===== config.mk =====
export PLATFORM = sky130hd
export DESIGN_NAME = board_top
export DESIGN_NICKNAME = d
export VERILOG_FILES = /design/src/hw/board_pkg.sv /design/src/hw/board_top.sv /design/src/hw/lab_top.sv /design/src/hw/mic_i2s_receiver.sv /design/src/hw/seven_segment_scan.sv /design/src/hw/slow_clk_gen.sv /design/src/hw/vga_sync.sv
export SDC_FILE = /design/constraint.sdc
export NUM_CORES = 1
export LEC_CHECK = 0
export BUFFER_PORTS_ARGS = -buffer_cell sky130_fd_sc_hd__buf_2
export CAP_MARGIN = 20
export CORE_MARGIN = 5
export CORE_UTILIZATION = 60
export DETAILED_ROUTE_END_ITERATION = 8
export PLACE_DENSITY = 0.84
export SYNTH_ARGS = -nofsm -noshare
export SYNTH_HDL_FRONTEND = slang
export SYNTH_SLANG_ARGS = --single-unit

===== constraint.sdc =====
create_clock -name clk -period 3.6 [get_ports clk]
set_clock_uncertainty 0.2 [all_clocks]
set_input_delay 0 -clock clk [delete_from_list [all_inputs] [get_ports clk]]
set_output_delay 0 -clock clk [all_outputs]
set_load 0.01 [all_outputs]

===== src/hw/board_pkg.sv =====
package board_pkg;

    // --------------------------------------------------
    // fixed widths

    localparam int w_color = 4;   // bits per colour channel
    localparam int w_mic   = 24;  // INMP441 sample
    localparam int w_coord = 10;  // screen coordinate

    // --------------------------------------------------
    // video

    typedef struct packed
    {
        logic [w_color - 1:0] red;
        logic [w_color - 1:0] green;
        logic [w_color - 1:0] blue;
    } rgb_t;

    typedef struct packed
    {
        logic hsync;       // active low
        logic vsync;       // active low
        logic display_on;  // inside visible area
    } vga_sync_t;

    typedef struct packed
    {
        logic [w_coord - 1:0] x;
        logic [w_coord - 1:0] y;
    } pixel_pos_t;

    // --------------------------------------------------
    // display modes, picked by sw[1:0]

    typedef enum logic [1:0]
    {
        mode_mic   = 2'd0,
        mode_keys  = 2'd1,
        mode_count = 2'd2
    } disp_mode_t;

endpackage


===== src/hw/board_top.sv =====
`timescale 1ns/1ns

module board_top
#(
    parameter clk_mhz     = 27,
              slow_clk_hz = 1,
              sck_div     = 8,
              w_key       = 4,
              w_sw        = 5,
              w_led       = 6,
              w_digit     = 4,
              h_visible   = 640, h_front = 16, h_sync = 96, h_back = 48,
              v_visible   = 480, v_front = 10, v_sync = 2,  v_back = 33
)
(
    input  logic                 clk,
    input  logic                 rst,
    input  logic [w_key - 1:0]   key,       // active low
    input  logic [w_sw  - 1:0]   sw,        // active low
    output logic [w_led - 1:0]   led,       // active low
    output logic [7:0]           abcdefgh,  // h first
    output logic [w_digit - 1:0] digit,
    output logic                 mic_sck,
    output logic                 mic_ws,
    output logic                 mic_lr,
    input  logic                 mic_sd,
    output logic [7:0]           gpio_2,
    output logic [5:0]           gpio_3
);

    logic [w_key - 1:0]            lab_key;
    logic [w_sw  - 1:0]            lab_sw;
    logic [w_led - 1:0]            lab_led;
    logic [7:0]                    lab_abcdefgh;
    logic                          slow_clk;
    logic [board_pkg::w_mic - 1:0] mic_value;
    board_pkg::rgb_t               rgb;
    board_pkg::vga_sync_t          sync;

    // --------------------------------------------------
    // board polarity and segment order

    assign lab_key = ~key;
    assign lab_sw  = ~sw;
    assign led     = ~lab_led;

    for (genvar i = 0; i < 8; i++)
    begin : g_seg_rev
        assign abcdefgh[i] = lab_abcdefgh[7 - i];
    end

    // 4-4-4 vga map
    assign gpio_2 = {rgb.blue, rgb.red};
    assign gpio_3 = {sync.vsync, sync.hsync, rgb.green};

    // --------------------------------------------------

    slow_clk_gen #(.fast_clk_mhz(clk_mhz), .slow_clk_hz(slow_clk_hz)) i_slow_clk_gen
        (.clk(clk), .rst(rst), .slow_clk(slow_clk));

    mic_i2s_receiver #(.sck_div(sck_div)) i_microphone
    (
        .clk   ( clk       ),
        .rst   ( rst       ),
        .sck   ( mic_sck   ),
        .ws    ( mic_ws    ),
        .lr    ( mic_lr    ),
        .sd    ( mic_sd    ),
        .value ( mic_value )
    );

    lab_top
    #(
        .w_key     ( w_key     ), .w_sw    ( w_sw    ), .w_led  ( w_led  ), .w_digit ( w_digit ),
        .h_visible ( h_visible ), .h_front ( h_front ), .h_sync ( h_sync ), .h_back  ( h_back  ),
        .v_visible ( v_visible ), .v_front ( v_front ), .v_sync ( v_sync ), .v_back  ( v_back  )
    )
    i_lab_top
    (
        .clk       ( clk          ),
        .rst       ( rst          ),
        .slow_clk  ( slow_clk     ),
        .key       ( lab_key      ),
        .sw        ( lab_sw       ),
        .mic_value ( mic_value    ),
        .led       ( lab_led      ),
        .abcdefgh  ( lab_abcdefgh ),
        .digit     ( digit        ),
        .rgb       ( rgb          ),
        .sync      ( sync         )
    );

endmodule


===== src/hw/lab_top.sv =====
`timescale 1ns/1ns

module lab_top
#(
    parameter w_key = 4, w_sw = 5, w_led = 6, w_digit = 4,
              h_visible = 640, h_front = 16, h_sync = 96, h_back = 48,
              v_visible = 480, v_front = 10, v_sync = 2,  v_back = 33
)
(
    input  logic                          clk,
    input  logic                          rst,
    input  logic                          slow_clk,
    input  logic [w_key - 1:0]            key,
    input  logic [w_sw  - 1:0]            sw,
    input  logic [board_pkg::w_mic - 1:0] mic_value,
    output logic [w_led - 1:0]            led,
    output logic [7:0]                    abcdefgh,
    output logic [w_digit - 1:0]          digit,
    output board_pkg::rgb_t               rgb,
    output board_pkg::vga_sync_t          sync
);

    localparam int w_c = board_pkg::w_color;

    board_pkg::disp_mode_t         mode;
    board_pkg::vga_sync_t          raw_sync;
    board_pkg::pixel_pos_t         pos;
    logic                          slow_d1, slow_d2;
    logic [15:0]                   count, disp_word;
    logic [board_pkg::w_mic - 1:0] mag;
    logic [w_led - 1:0]            bar;

    always_comb
    begin
        case (sw[1:0])
            2'd1:    mode = board_pkg::mode_keys;
            2'd2:    mode = board_pkg::mode_count;
            default: mode = board_pkg::mode_mic;
        endcase
        case (mode)
            board_pkg::mode_keys:  disp_word = {8'(sw), 8'(key)};
            board_pkg::mode_count: disp_word = count;
            default:               disp_word = mic_value[board_pkg::w_mic - 1 -: 16];
        endcase
    end

    // level bar, led j lit when the magnitude reaches its bit position
    always_comb
    begin
        mag = mic_value[board_pkg::w_mic - 1] ? ~mic_value + 1'b1 : mic_value;
        for (int j = 0; j < w_led; j++)
            bar[j] = |(mag >> (board_pkg::w_mic - w_led + j));
    end

    always_ff @(posedge clk)
    begin
        if (rst)
        begin
            slow_d1 <= 1'b0;
            slow_d2 <= 1'b0;
            count   <= '0;
            led     <= '0;
            sync    <= '{hsync: 1'b1, vsync: 1'b1, display_on: 1'b0};
            rgb     <= '0;
        end
        else
        begin
            slow_d1 <= slow_clk;  // into clk domain
            slow_d2 <= slow_d1;
            if (slow_d1 && !slow_d2)
                count <= count + 1'b1;
            led       <= (mode == board_pkg::mode_mic) ? bar : w_led'(key);
            sync      <= raw_sync;  // colour and sync leave together
            rgb.red   <= raw_sync.display_on ? pos.x[w_c - 1:0] : '0;
            rgb.green <= raw_sync.display_on ? pos.y[w_c - 1:0] : '0;
            rgb.blue  <= (raw_sync.display_on && |key) ? '1 : '0;
        end
    end

    seven_segment_scan #(.w_digit(w_digit)) i_seven_segment_scan
    (
        .clk      ( clk       ),
        .rst      ( rst       ),
        .value    ( disp_word ),
        .abcdefgh ( abcdefgh  ),
        .digit    ( digit     )
    );

    vga_sync
    #(
        .h_visible ( h_visible ), .h_front ( h_front ), .h_sync ( h_sync ), .h_back ( h_back ),
        .v_visible ( v_visible ), .v_front ( v_front ), .v_sync ( v_sync ), .v_back ( v_back )
    )
    i_vga_sync (.clk(clk), .rst(rst), .sync(raw_sync), .pos(pos));

endmodule


===== src/hw/mic_i2s_receiver.sv =====
`timescale 1ns/1ns

module mic_i2s_receiver
#(
    parameter sck_div = 8
)
(
    input  logic                            clk,
    input  logic                            rst,
    output logic                            sck,
    output logic                            ws,
    output logic                            lr,
    input  logic                            sd,
    output logic [board_pkg::w_mic - 1:0]   value
);

    localparam int w_div = sck_div > 1 ? $clog2(sck_div) : 1;

    logic [w_div - 1:0]            div_cnt;
    logic                          sck_toggle;
    logic                          sck_rise;
    logic                          sck_fall;
    logic [5:0]                    bit_cnt;   // sck period within the frame
    logic [board_pkg::w_mic - 1:0] shift;

    // --------------------------------------------------
    // bit clock

    assign sck_toggle = (div_cnt == w_div'(sck_div - 1));
    assign sck_rise   = sck_toggle & ~sck;
    assign sck_fall   = sck_toggle &  sck;

    always_ff @(posedge clk)
    begin
        if (rst)
        begin
            div_cnt <= '0;
            sck     <= 1'b0;
        end
        else if (sck_toggle)
        begin
            div_cnt <= '0;
            sck     <= ~sck;
        end
        else
        begin
            div_cnt <= div_cnt + 1'b1;
        end
    end

    // --------------------------------------------------
    // frame of 64 sck periods, ws high in the right slot

    always_ff @(posedge clk)
    begin
        if (rst)
            bit_cnt <= '0;
        else if (sck_fall)
            bit_cnt <= bit_cnt + 1'b1;  // wraps at 64
    end

    assign ws = bit_cnt[5];
    assign lr = 1'b0;  // mic answers in the left slot

    // data starts one sck after ws falls, MSB first
    always_ff @(posedge clk)
    begin
        if (sck_rise && bit_cnt >= 6'd1 && bit_cnt <= 6'd24)
            shift <= {shift[board_pkg::w_mic - 2:0], sd};
    end

    always_ff @(posedge clk)
    begin
        if (rst)
            value <= '0;
        else if (sck_fall && bit_cnt == 6'd31)
            value <= shift;  // ws about to rise
    end

endmodule


===== src/hw/seven_segment_scan.sv =====
`timescale 1ns/1ns

module seven_segment_scan
#(
    parameter w_digit = 4
)
(
    input  logic                 clk,
    input  logic                 rst,
    input  logic [15:0]          value,
    output logic [7:0]           abcdefgh,
    output logic [w_digit - 1:0] digit
);

    localparam int w_idx = w_digit > 1 ? $clog2(w_digit) : 1;

    logic [3:0]         scan_cnt;
    logic [w_idx - 1:0] idx;       // digit being driven
    logic [3:0]         nibble;

    function automatic logic [7:0] hex_to_seg(input logic [3:0] hex);
        case (hex)
            4'h0: hex_to_seg = 8'b1111_1100;
            4'h1: hex_to_seg = 8'b0110_0000;
            4'h2: hex_to_seg = 8'b1101_1010;
            4'h3: hex_to_seg = 8'b1111_0010;
            4'h4: hex_to_seg = 8'b0110_0110;
            4'h5: hex_to_seg = 8'b1011_0110;
            4'h6: hex_to_seg = 8'b1011_1110;
            4'h7: hex_to_seg = 8'b1110_0000;
            4'h8: hex_to_seg = 8'b1111_1110;
            4'h9: hex_to_seg = 8'b1111_0110;
            4'ha: hex_to_seg = 8'b1110_1110;
            4'hb: hex_to_seg = 8'b0011_1110;
            4'hc: hex_to_seg = 8'b1001_1100;
            4'hd: hex_to_seg = 8'b0111_1010;
            4'he: hex_to_seg = 8'b1001_1110;
            default: hex_to_seg = 8'b1000_1110;  // f, dot off everywhere
        endcase
    endfunction

    assign nibble = 4'(value >> (4 * idx));  // digits past the word go blank-zero

    always_ff @(posedge clk)
    begin
        if (rst)
        begin
            scan_cnt <= '0;
            idx      <= '0;
            digit    <= '0;
            abcdefgh <= '0;
        end
        else
        begin
            scan_cnt <= scan_cnt + 1'b1;
            if (scan_cnt == 4'hf)
                idx <= (idx == w_idx'(w_digit - 1)) ? '0 : idx + 1'b1;
            digit    <= w_digit'(1) << idx;  // one-hot
            abcdefgh <= hex_to_seg(nibble);
        end
    end

endmodule


===== src/hw/slow_clk_gen.sv =====
`timescale 1ns/1ns

module slow_clk_gen
#(
    parameter fast_clk_mhz = 27,
              slow_clk_hz  = 1
)
(
    input  logic clk,
    input  logic rst,
    output logic slow_clk
);

    localparam int half_period = fast_clk_mhz * 1000000 / (2 * slow_clk_hz);
    localparam int w_cnt       = $clog2(half_period + 1);

    logic [w_cnt - 1:0] cnt;

    always_ff @(posedge clk)
    begin
        if (rst)
        begin
            cnt      <= w_cnt'(half_period - 1);
            slow_clk <= 1'b0;
        end
        else if (cnt == '0)
        begin
            cnt      <= w_cnt'(half_period - 1);  // reload
            slow_clk <= ~slow_clk;
        end
        else
        begin
            cnt <= cnt - 1'b1;
        end
    end

endmodule


===== src/hw/vga_sync.sv =====
`timescale 1ns/1ns

module vga_sync
#(
    parameter h_visible = 640,
              h_front   = 16,
              h_sync    = 96,
              h_back    = 48,
              v_visible = 480,
              v_front   = 10,
              v_sync    = 2,
              v_back    = 33
)
(
    input  logic                  clk,
    input  logic                  rst,
    output board_pkg::vga_sync_t  sync,
    output board_pkg::pixel_pos_t pos
);

    localparam int w = board_pkg::w_coord;

    localparam [w - 1:0] h_last       = w'(h_visible + h_front + h_sync + h_back - 1);
    localparam [w - 1:0] v_last       = w'(v_visible + v_front + v_sync + v_back - 1);
    localparam [w - 1:0] h_sync_start = w'(h_visible + h_front);
    localparam [w - 1:0] h_sync_end   = w'(h_visible + h_front + h_sync);
    localparam [w - 1:0] v_sync_start = w'(v_visible + v_front);
    localparam [w - 1:0] v_sync_end   = w'(v_visible + v_front + v_sync);
    localparam [w - 1:0] h_vis        = w'(h_visible);
    localparam [w - 1:0] v_vis        = w'(v_visible);

    logic [w - 1:0] h_cnt;
    logic [w - 1:0] v_cnt;

    // --------------------------------------------------
    // one pixel per clock

    always_ff @(posedge clk)
    begin
        if (rst)
        begin
            h_cnt <= '0;
            v_cnt <= '0;
        end
        else if (h_cnt == h_last)
        begin
            h_cnt <= '0;
            if (v_cnt == v_last)
                v_cnt <= '0;
            else
                v_cnt <= v_cnt + 1'b1;
        end
        else
        begin
            h_cnt <= h_cnt + 1'b1;
        end
    end

    always_comb
    begin
        sync.hsync      = !(h_cnt >= h_sync_start && h_cnt < h_sync_end);
        sync.vsync      = !(v_cnt >= v_sync_start && v_cnt < v_sync_end);
        sync.display_on = (h_cnt < h_vis) && (v_cnt < v_vis);
        pos.x           = h_cnt;
        pos.y           = v_cnt;
    end

endmodule


==> flow_metrics.env, run 1 <==
export IMPL_clockBufferDepth=2
export IMPL_clock_power_share_pct=47.1
export IMPL_finalPower_mw=3.70
export IMPL_ys_ff_latch=155
export IMPL_status="finished, final reports clean"
export IMPL_multi_input_area_um2=3000
export IMPL_finalSetupViolCount=0
export IMPL_slew_viol_final=0
export IMPL_synth_top_area_share_pct=39.6
export IMPL_crit_required_ns=3.83
export IMPL_grt_pass1_vias=4988
export IMPL_critPathSlowestCell="dfxtp_1"
export IMPL_synth_edff_count=24
export IMPL_antenna_found_initial=0
export IMPL_numClockSinks=155
export IMPL_reg2regPathDepth=10
export IMPL_cap_violations=0
export IMPL_crit_end="i_lab_top.i_seven_segment_scan.abcdefgh[2]"
export IMPL_synth_cells=706
export IMPL_fill_cells=814
export IMPL_finalCritPeriodShare_pct=76.3
export IMPL_clock_latency_ns=0.53
export IMPL_intPower_mw=2.91
export IMPL_port_buffers=44
export IMPL_die_area_um2=13200
export IMPL_synthTopCellsByArea="dfxtp_1 (40%), edfxtp_1 (11%), nand2_1 (5.3%)"
export IMPL_ctsHtreeMaxLevel=4
export IMPL_rows=38
export IMPL_crit_path_cell_trace="nand2_1 > a211oi_1 > a31oi_1 > o311ai_0 > buf_4 > inv_1 > ha_1 > nand2_1 > o21ai_0 > a221oi_1"
export IMPL_pre_cts_ws_ns=0.637
export IMPL_dp_cells=863
export IMPL_synth_distinct_cells=61
export IMPL_drc_errors=0
export IMPL_ir_drop_uv=388
export IMPL_syn_cell_area_um2=6620
export IMPL_die_h_um=115
export IMPL_cpPeakStageDelay_ns=0.66
export IMPL_finalSetupTns_ns=0
export IMPL_yosysTopAreaCell="dfxtp_1"
export IMPL_cts_setup_buffers=0
export IMPL_yosys_warnings=0
export IMPL_viasPerCell=5.62
export IMPL_switching_share_pct=21.3
export IMPL_ys_flop_type="dfxtp_1"
export IMPL_startpoint="i_lab_top.i_seven_segment_scan.idx[1]"
export IMPL_worst_pin_slew_ns=0.794
export IMPL_r2r_start="i_lab_top.i_seven_segment_scan.idx[1]"
export IMPL_setup_ws_ns=0.852
export IMPL_p_sw_mw=0.787
export IMPL_path_delay_family="compound AO/OA/AOI/OAI gates"
export IMPL_grt_max_degree=58
export IMPL_hp_class="in2reg"
export IMPL_path_depth=10
export IMPL_r2r_slack_ns=0.85
export IMPL_diodes=0
export IMPL_ios=47
export IMPL_powerDensity_nw_per_um2=490
export IMPL_ctsHoldBuffers=8
export IMPL_die_w_um=115
export IMPL_root_buffer="clkbuf_8"
export IMPL_postRouteAntennaNets=0
export IMPL_max_slew_margin_pct=47.1
export IMPL_nNetsFinal=788
export IMPL_cts_made_buffers=17
export IMPL_path_clk_slew_ns=0.06
export IMPL_drt_iter0_drc=410
export IMPL_period_needed_ns=2.75
export IMPL_r2r_end="i_lab_top.i_seven_segment_scan.abcdefgh[2]"
export IMPL_gp_congestion=0.888
export IMPL_yosysSeqAreaShare_pct=50.5
export IMPL_cp_max_fo=16
export IMPL_leakagePower_nw=2.87
export IMPL_pwr_share_comb_pct=4.5
export IMPL_cts_tree="yes"
export IMPL_initial_core_util_pct=61.1
export IMPL_rsz0062_at_grt="false"
export IMPL_grt_usage_pct=21.6
export IMPL_drive_above_1_share_pct=11.8
export IMPL_coreArea_um2=10800
export IMPL_critPathBufInv=2
export IMPL_worstSetupEndpointType="register"
export IMPL_synth_async_reset_ratio_pct=0
export IMPL_post_cts_resized=0
export IMPL_crit_arrival_ns=2.98
export IMPL_overflow=0
export IMPL_regArea_um2=3340
export IMPL_fmaxAchievable_mhz=364
export IMPL_avgSynthCellArea_um2=9.38
export IMPL_mostFrequentLayoutCell="dfxtp_1"
export IMPL_drt_pre_antenna_iters=7
export IMPL_final_cell_mix="dfxtp_1 (131), nand2_1 (94), nor2_1 (71)"
export IMPL_holdWs_ns=0.0200
export IMPL_worst_path_most_repeated_cell="nand2_1"
export IMPL_grt_pass1_wl_um=23000
export IMPL_hpwl_um=9130
export IMPL_start_kind="register"
export IMPL_area_growth_pct=14.2
export IMPL_wl_per_cell_um=15.0
export IMPL_fin_cells=902
export IMPL_power_frac_seq_pct=48.4
export IMPL_route_vias_total=5070
export IMPL_critical_path_class="reg2reg"
export IMPL_hold_viol=0
export IMPL_wl_um=13500
[power groups by stage]
stage / sequential, mW / combinational [mW] / clock [mW]
floorplan: 1.83 / 0.109 / 0
global placement: 1.83 / 0.153 / 0
detailed placement: 1.83 / 0.157 / 0
CTS: 1.79 / 0.165 / 1.77
global route: 1.79 / 0.184 / 1.86
finish: 1.79 / 0.166 / 1.74
[worst min-delay path, delay by kind of cell]
kind	cells	cell delay, ns
buf+inv	2	0.30
fa+ha+maj	1	0.29
compound gates	1	0.10
[flip-flops by register name, summed over array words and instances, names as in the netlist]
register and flops:
i_lab_top.i_seven_segment_scan.digit 4, i_microphone.shift 24, i_lab_top.i_vga_sync.v_cnt 10, i_lab_top.sync 2, i_microphone.value 24, i_slow_clk_gen.slow_clk 1
i_lab_top.i_seven_segment_scan.idx 2, i_lab_top.i_seven_segment_scan.scan_cnt 4, i_lab_top.slow_d2 1, i_microphone.bit_cnt 6, i_lab_top.count 16, i_lab_top.rgb 9
i_lab_top.i_seven_segment_scan.abcdefgh 7, i_microphone.div_cnt 3, i_lab_top.led 6, i_slow_clk_gen.cnt 24, i_lab_top.slow_d1 1, i_microphone.sck 1
i_lab_top.i_vga_sync.h_cnt 10
[cell usage after synthesis (all sizes together) (4+ instances only)]
cell and instances:
a211oi 5, a21oi 44, a221oi 6, a31oi 4
and2 11, and3 11, buf 18, clkbuf 16
dfxtp 131, edfxtp 24, ha 26, inv 29
mux2i 10, nand2 95, nand3 16, nand3b 4
nand4 17, nor2 71, nor2b 7, nor3 20
nor3b 7, nor4 10, o21ai 18, or3 15
xnor2 22, xor2 25
[metal layers]
metal | track usage (%) | part of all wire [%]
met1 | 26.9 | 44
met4 | 6.57 | 1.4
met3 | 5.79 | 5.6
met2 | 36.7 | 49
met5 | 0 | 0
[final cells by class]
cell class / instances / area share, %
sequential: 155 / 44.2
multi-input combinational: 489 / 39.8
clock buffer: 20 / 5.76
timing repair buffer: 58 / 4.57
tap: 140 / 2.32
clock inverter: 11 / 1.92
inverter: 29 / 1.44
[how the worst min path moves through the flow]
stage,from,endpoint,slack (ns),cells after the start
2_1_floorplan,mic_sd,i_microphone.shift[0],-0.10,0
3_3_place_gp,mic_sd,i_microphone.shift[0],-0.02,1
3_5_place_dp,mic_sd,i_microphone.shift[0],-0.01,1
4_1_cts,sw[1],i_lab_top.led[3],0.0003,4
5_1_grt,key[3],i_lab_top.led[3],0.05,3
6_report,sw[1],i_lab_top.led[3],0.02,4
[through the flow]
step / util, % / instance area, um2
after global placement: 63.6 / 6900
after floorplan: - / 6620
final: 69.7 / 7560
after detailed placement: 63.6 / 6900
after CTS: 69.7 / 7560
after global routing: 69.7 / 7560
[cell families (layout without fill, tap and decap cells)]
family / count (synthesis) / in the layout / synth area share [%]
AO/OA/AOI/OAI: 105 / 105 / 10.3
XOR/XNOR: 47 / 47 / 6.22
adder cells (fa/ha/maj): 26 / 26 / 4.91
buffers and inverters: 63 / 118 / 4.31
flip-flops: 155 / 155 / 50.5
multiplexers: 11 / 11 / 1.74
other: 1 / 2 / 0.0566
AND/OR/NAND/NOR: 298 / 298 / 22.0
(Power assumes the default switching activity.)
==> run 2: changes to the inputs <==
--- a/config.mk
+++ b/config.mk
@@ -5,6 +5,7 @@
 export SDC_FILE = /design/constraint.sdc
 export NUM_CORES = 1
 export LEC_CHECK = 0
+export ABC_AREA = 1
 export BUFFER_PORTS_ARGS = -buffer_cell sky130_fd_sc_hd__buf_2
 export CAP_MARGIN = 20
 export CORE_MARGIN = 5
==> constraint.sdc (replaced) <==
create_clock -name clk -period 2.76 [get_ports clk]
set_clock_uncertainty 0.2 [all_clocks]
set_input_delay 0 -clock clk [delete_from_list [all_inputs] [get_ports clk]]
set_output_delay 0 -clock clk [all_outputs]
set_load 0.01 [all_outputs]
==> run 2 against run 1 <==
Combinational power grew 28%. Cell count grew 22%. Final area grew 5.8%. Worst hold slack gained 0.021 ns. Flip-flop and latch count is the same. Total power grew 30%. Critical endpoint unchanged. Register-to-register slack lost 0.40 ns. Area after synthesis grew 6.0%. Sequential power grew 30%. Routed wire length grew 8.4%.
==> flow_metrics.env, run 2 <==
export IMPL_status="finished, final reports clean"
export IMPL_start_kind="primary input"
export IMPL_ys_ff_latch=155
export IMPL_leakagePower_nw=3.28
export IMPL_postRouteAntennaNets=0
export IMPL_grt_pass1_vias=5462
export IMPL_synth_distinct_cells=51
export IMPL_initial_core_util_pct=61.4
export IMPL_worst_pin_slew_ns=0.626
export IMPL_crit_required_ns=2.86
export IMPL_ir_drop_uv=448
export IMPL_drive_above_1_share_pct=12.7
export IMPL_hpwl_um=10100
export IMPL_wl_um=14700
export IMPL_slew_viol_final=0
export IMPL_grt_max_degree=55
export IMPL_overflow=0
export IMPL_viasPerCell=5.29
export IMPL_avgSynthCellArea_um2=7.90
export IMPL_root_buffer="clkbuf_16"
export IMPL_cts_made_buffers=17
export IMPL_post_cts_resized=0
export IMPL_clock_latency_ns=0.42
export IMPL_diodes=0
export IMPL_synth_cells=888
export IMPL_ctsHtreeMaxLevel=4
export IMPL_rows=39
export IMPL_cap_violations=0
export IMPL_numClockSinks=155
export IMPL_crit_arrival_ns=2.59
export IMPL_drc_errors=0
export IMPL_synth_top_area_share_pct=37.4
export IMPL_worstSetupEndpointType="register"
export IMPL_clockBufferDepth=2
export IMPL_ios=47
export IMPL_hp_class="in2reg"
export IMPL_netlist_top_cells_count="dfxtp_1 (131), nand2_1 (131), inv_1 (126)"
export IMPL_area_growth_pct=13.9
export IMPL_synth_async_reset_ratio_pct=0
export IMPL_yosysSeqAreaShare_pct=47.7
export IMPL_finalPower_mw=4.82
export IMPL_die_area_um2=14000
export IMPL_path_clk_slew_ns=0.06
export IMPL_route_vias_total=5807
export IMPL_antenna_found_initial=0
export IMPL_ys_flop_type="dfxtp_1"
export IMPL_max_slew_margin_pct=58.3
export IMPL_cp_max_fo=12
export IMPL_fmaxAchievable_mhz=403
export IMPL_dp_cells=1056
export IMPL_finalSetupViolCount=0
export IMPL_port_buffers=44
export IMPL_yosys_warnings=0
export IMPL_hold_viol=0
export IMPL_powerDensity_nw_per_um2=604
export IMPL_grt_pass1_wl_um=25200
export IMPL_fin_cells=1097
export IMPL_rsz0062_at_grt="false"
export IMPL_synth_edff_count=24
export IMPL_critical_path_class="in2reg"
export IMPL_coreArea_um2=11400
export IMPL_finalSetupTns_ns=0
export IMPL_gp_congestion=0.921
export IMPL_nNetsFinal=979
export IMPL_synthTopCellsByArea="dfxtp_1 (37%), edfxtp_1 (10%), nand2_1 (7.0%)"
export IMPL_syn_cell_area_um2=7010
export IMPL_finalCritPeriodShare_pct=89.9
export IMPL_die_w_um=118
export IMPL_drt_iter0_drc=383
export IMPL_period_needed_ns=2.48
export IMPL_top_regs="i_microphone.shift (24), i_microphone.value (24), i_slow_clk_gen.cnt (24)"
export IMPL_yosysTopAreaCell="dfxtp_1"
export IMPL_drt_pre_antenna_iters=5
export IMPL_cts_tree="yes"
export IMPL_die_h_um=118
export IMPL_grt_usage_pct=21.6
export IMPL_wl_per_cell_um=13.4
export IMPL_final_cell_mix="nand2_1 (131), dfxtp_1 (131), inv_1 (126)"
[run 2: changes by cell type after synthesis, sizes merged, moves of 9 or more]
| cell | before | now |
|---|---|---|
| and2 | 11 | 0 |
| o21ai | 18 | 75 |
| nand2 | 95 | 141 |
| or3 | 15 | 1 |
| inv | 29 | 134 |
| xnor2 | 22 | 3 |
| nor2 | 71 | 118 |
| a21oi | 44 | 85 |
| nand3 | 16 | 35 |
| and3 | 11 | 1 |
| o211ai | 1 | 10 |
| xor2 | 25 | 8 |
| mux2i | 10 | 0 |
[run 2: path summary, 6_finish.rpt]
path                                                     from                                    endpoint  slack [ns]  cells after the start
worst max-delay path                                    sw[1]  i_lab_top.i_seven_segment_scan.abcdefgh[2]        0.28                     16
worst min-delay path                                    sw[4]  i_lab_top.i_seven_segment_scan.abcdefgh[6]        0.04                      8
worst max register to register  i_lab_top.i_vga_sync.v_cnt[6]                            i_lab_top.rgb[2]        0.45                      6
worst min register to register          i_slow_clk_gen.cnt[0]                       i_slow_clk_gen.cnt[0]        0.21                      1
[run 2: cell type report]
class | instances | area (um2)
timing repair buffer | 60 | 363
clock inverter | 10 | 115
multi-input combinational | 569 | 3010
sequential | 155 | 3340
fill | 921 | 3430
tap | 143 | 179
inverter | 138 | 522
clock buffer | 22 | 464
[run 2: metal layers]
metal	global-route usage (%)	up-vias	wire length, um
met5	0	-	0
met1	27.7	2638	6620
met3	4.37	33	662
met2	35.4	141	7020
li1	-	2995	-
met4	9.46	0	363
[run 2: power by group]
| part | leakage, nW | internal, mW | switching [mW] |
|---|---|---|---|
| logic | 1.72 | 0.0751 | 0.138 |
| clock network | 0.281 | 1.38 | 0.901 |
| registers | 1.28 | 2.32 | 0.0133 |
| total | 3.28 | 3.77 | 1.05 |
[run 2: stage by stage]
stage	worst slack, ns	util, %	area, um2	hold WS [ns]
2_1_floorplan	0.196	-	7030	-0.101
3_3_place_gp	0.505	64.1	7320	-0.0138
3_5_place_dp	0.381	64.1	7320	-0.0105
4_1_cts	0.308	70.0	7990	0.0222
5_1_grt	0.0343	70.0	7990	0.0974
6_report	0.278	70.0	7990	0.0413
[run 2: repair_timing]
action,in CTS,in global routing
setup buffers,0,0
hold buffers,9,0
endpoints found under the hold margin,28,0
[run 2: cells by family (layout without fill, tap and decap cells)]
logic type,after synthesis,after routing,share of synthesized area (%)
flip-flops,155,155,47.7
adder cells (fa/ha/maj),26,26,4.64
AND/OR/NAND/NOR,345,345,22.1
AO/OA/AOI/OAI,185,185,14.5
XOR/XNOR,11,11,1.37
buffers and inverters,165,230,9.63
other,1,2,0.0535
[run 2: critical path: stages]
cell and delay [ns]:
dlygate4sd3_1 0.54, buf_2 0.15, ha_1 0.32, inv_4 0.14, nand2_1 0.17, o21ai_0 0.20, nand2_1 0.07, nand2_1 0.05
nand2_1 0.16, inv_1 0.16, ha_1 0.18, inv_1 0.04, nand2_1 0.08, clkinv_1 0.06, nor2_1 0.15, a21oi_1 0.09
==> run 3: changes to the inputs <==
--- a/config.mk
+++ b/config.mk
@@ -8,6 +8,7 @@
 export ABC_AREA = 1
 export BUFFER_PORTS_ARGS = -buffer_cell sky130_fd_sc_hd__buf_2
 export CAP_MARGIN = 20
+export CORE_ASPECT_RATIO = 1.1
 export CORE_MARGIN = 5
 export CORE_UTILIZATION = 60
 export DETAILED_ROUTE_END_ITERATION = 8
==> run 3 against run 2 <==
Non-clock buffer count increased by 1. Worst setup slack better by 0.076 ns. Clock-buffer cell count decreased by 3. First-iteration DRC count shrank 11%. Clock power shrank 3%. Fmax rose by 3.2%. Final area about the same.
==> flow_metrics.env, run 3 (same netlist as run 2, synthesis figures left out) <==
export IMPL_cts_made_buffers=17
export IMPL_period_needed_ns=2.41
export IMPL_clockBufferDepth=2
export IMPL_drt_iter0_drc=342
export IMPL_overflow=0
export IMPL_wl_um=14500
export IMPL_critical_path_class="reg2reg"
export IMPL_placed_cell_area_um2=7340
export IMPL_final_core_util_pct=69.8
export IMPL_ctsHtreeMaxLevel=4
export IMPL_rows=41
export IMPL_ios=47
export IMPL_holdPathStages=6
export IMPL_slew_viol_final=0
export IMPL_initial_core_util_pct=61.3
export IMPL_setup_ws_ns=0.355
export IMPL_path_clk_slew_ns=0.06
export IMPL_holdWs_ns=0.0413
export IMPL_leakagePower_nw=3.27
export IMPL_drive_above_1_share_pct=12.6
export IMPL_route_vias_total=5814
export IMPL_nNetsFinal=980
export IMPL_area_growth_pct=13.9
export IMPL_hold_start="sw[2]"
export IMPL_port_buffers=44
export IMPL_antenna_found_initial=0
export IMPL_viasPerCell=5.26
export IMPL_ctsHoldBuffers=9
export IMPL_grt_usage_pct=21.7
export IMPL_die_area_um2=14000
export IMPL_numClockSinks=155
export IMPL_worst_pin_slew_ns=0.673
export IMPL_gp_congestion=0.932
export IMPL_die_w_um=113
export IMPL_whs_endpoint="i_lab_top.i_seven_segment_scan.abcdefgh[3]"
export IMPL_post_cts_resized=0
export IMPL_grt_max_degree=52
export IMPL_clock_latency_ns=0.41
export IMPL_finalSetupTns_ns=0
export IMPL_postRouteAntennaNets=0
export IMPL_cap_violations=0
export IMPL_grt_pass1_wl_um=24600
export IMPL_fmaxAchievable_mhz=416
export IMPL_start_kind="register"
export IMPL_wl_per_cell_um=13.1
export IMPL_max_slew_margin_pct=54.7
export IMPL_finalCritPeriodShare_pct=87.2
export IMPL_crit_required_ns=2.87
export IMPL_final_area_um2=7990
export IMPL_worstSetupEndpointType="register"
export IMPL_finalSetupViolCount=0
export IMPL_grt_pass1_vias=5562
export IMPL_cts_tree="yes"
export IMPL_r2r_start="i_lab_top.i_vga_sync.v_cnt[6]"
export IMPL_drc_errors=0
export IMPL_hpwl_um=10100
export IMPL_diodes=0
export IMPL_crit_arrival_ns=2.51
export IMPL_status="finished, final reports clean"
export IMPL_reg2regPathDepth=6
export IMPL_powerDensity_nw_per_um2=595
export IMPL_cp_max_fo=9
export IMPL_hold_viol=0
export IMPL_pre_cts_ws_ns=0.488
export IMPL_coreArea_um2=11400
export IMPL_die_h_um=123
export IMPL_fill_cells=916
export IMPL_r2r_slack_ns=0.35
export IMPL_root_buffer="clkbuf_16"
export IMPL_final_cell_mix="nand2_1 (131), dfxtp_1 (131), inv_1 (126)"
export IMPL_drt_pre_antenna_iters=7
export IMPL_r2r_end="i_lab_top.rgb[2]"
export IMPL_rsz0062_at_grt="false"
export IMPL_cts_setup_buffers=0
export IMPL_hp_class="in2reg"
export IMPL_ir_drop_uv=430
export IMPL_top_regs="i_microphone.shift (24), i_microphone.value (24), i_slow_clk_gen.cnt (24)"
-- run 3: cell types whose count changed in the layout (fill, tap and decap cells not counted) --
cell      change
clkbuf_8      -2
inv_4         -2
clkinv_2      +1
clkbuf_1      -1
clkinv_4      +1
buf_4         +1
clkinv_1      +3
-- run 3: worst max path at each step --
stage	startpoint	endpoint	slack, ns	cells after the start
global placement	sw[0]	i_lab_top.i_seven_segment_scan.abcdefgh[2]	0.52	16
detailed placement	sw[0]	i_lab_top.i_seven_segment_scan.abcdefgh[2]	0.49	16
finish	i_lab_top.i_vga_sync.v_cnt[6]	i_lab_top.rgb[2]	0.35	6
CTS	i_lab_top.i_vga_sync.v_cnt[6]	i_lab_top.rgb[2]	0.35	6
global route	sw[1]	i_lab_top.i_seven_segment_scan.abcdefgh[1]	0.10	16
floorplan	i_microphone.div_cnt[0]	i_microphone.shift[0]	0.20	5
-- run 3: routing by layer --
metal	track usage (%)	vias to the layer above	share of wire, %
li1	-	2993	-
met1	26.0	2671	44
met2	38.0	124	50
met3	5.53	26	4.5
met4	7.81	0	2.0
met5	0	-	0
-- run 3: power breakdown --
group          internal, mW  leakage [nW]  switching (mW)
logic                0.0748          1.72           0.137
clock network          1.32         0.269           0.891
registers              2.32          1.28          0.0131
-- run 3: metrics by stage --
step	power [mW]	instances
finish	4.75	1105
global route	4.93	1105
CTS	4.78	1105
detailed placement	2.58	1064
global placement	2.58	1064
floorplan	2.53	889
-- run 3: worst max-delay path: stages, from the launching register on --
cell and delay [ns]:
dfxtp_1 0.39, inv_2 0.06, nor4_1 0.60, inv_2 0.13, o2111ai_2 0.24, a41oi_1 0.09
dlygate4sd3_1 0.59
-- run 3: layout make-up --
type / count / area (um2) / share of cell area (%)
flip-flops and latches: 155 / 3340 / 41.8
clock inverters: 13 / 128 / 1.60
clock buffers: 19 / 433 / 5.42
multi-input cells: 569 / 3010 / 37.6
well taps: 150 / 188 / 2.35
repair buffers: 61 / 370 / 4.64
inverters: 138 / 522 / 6.53
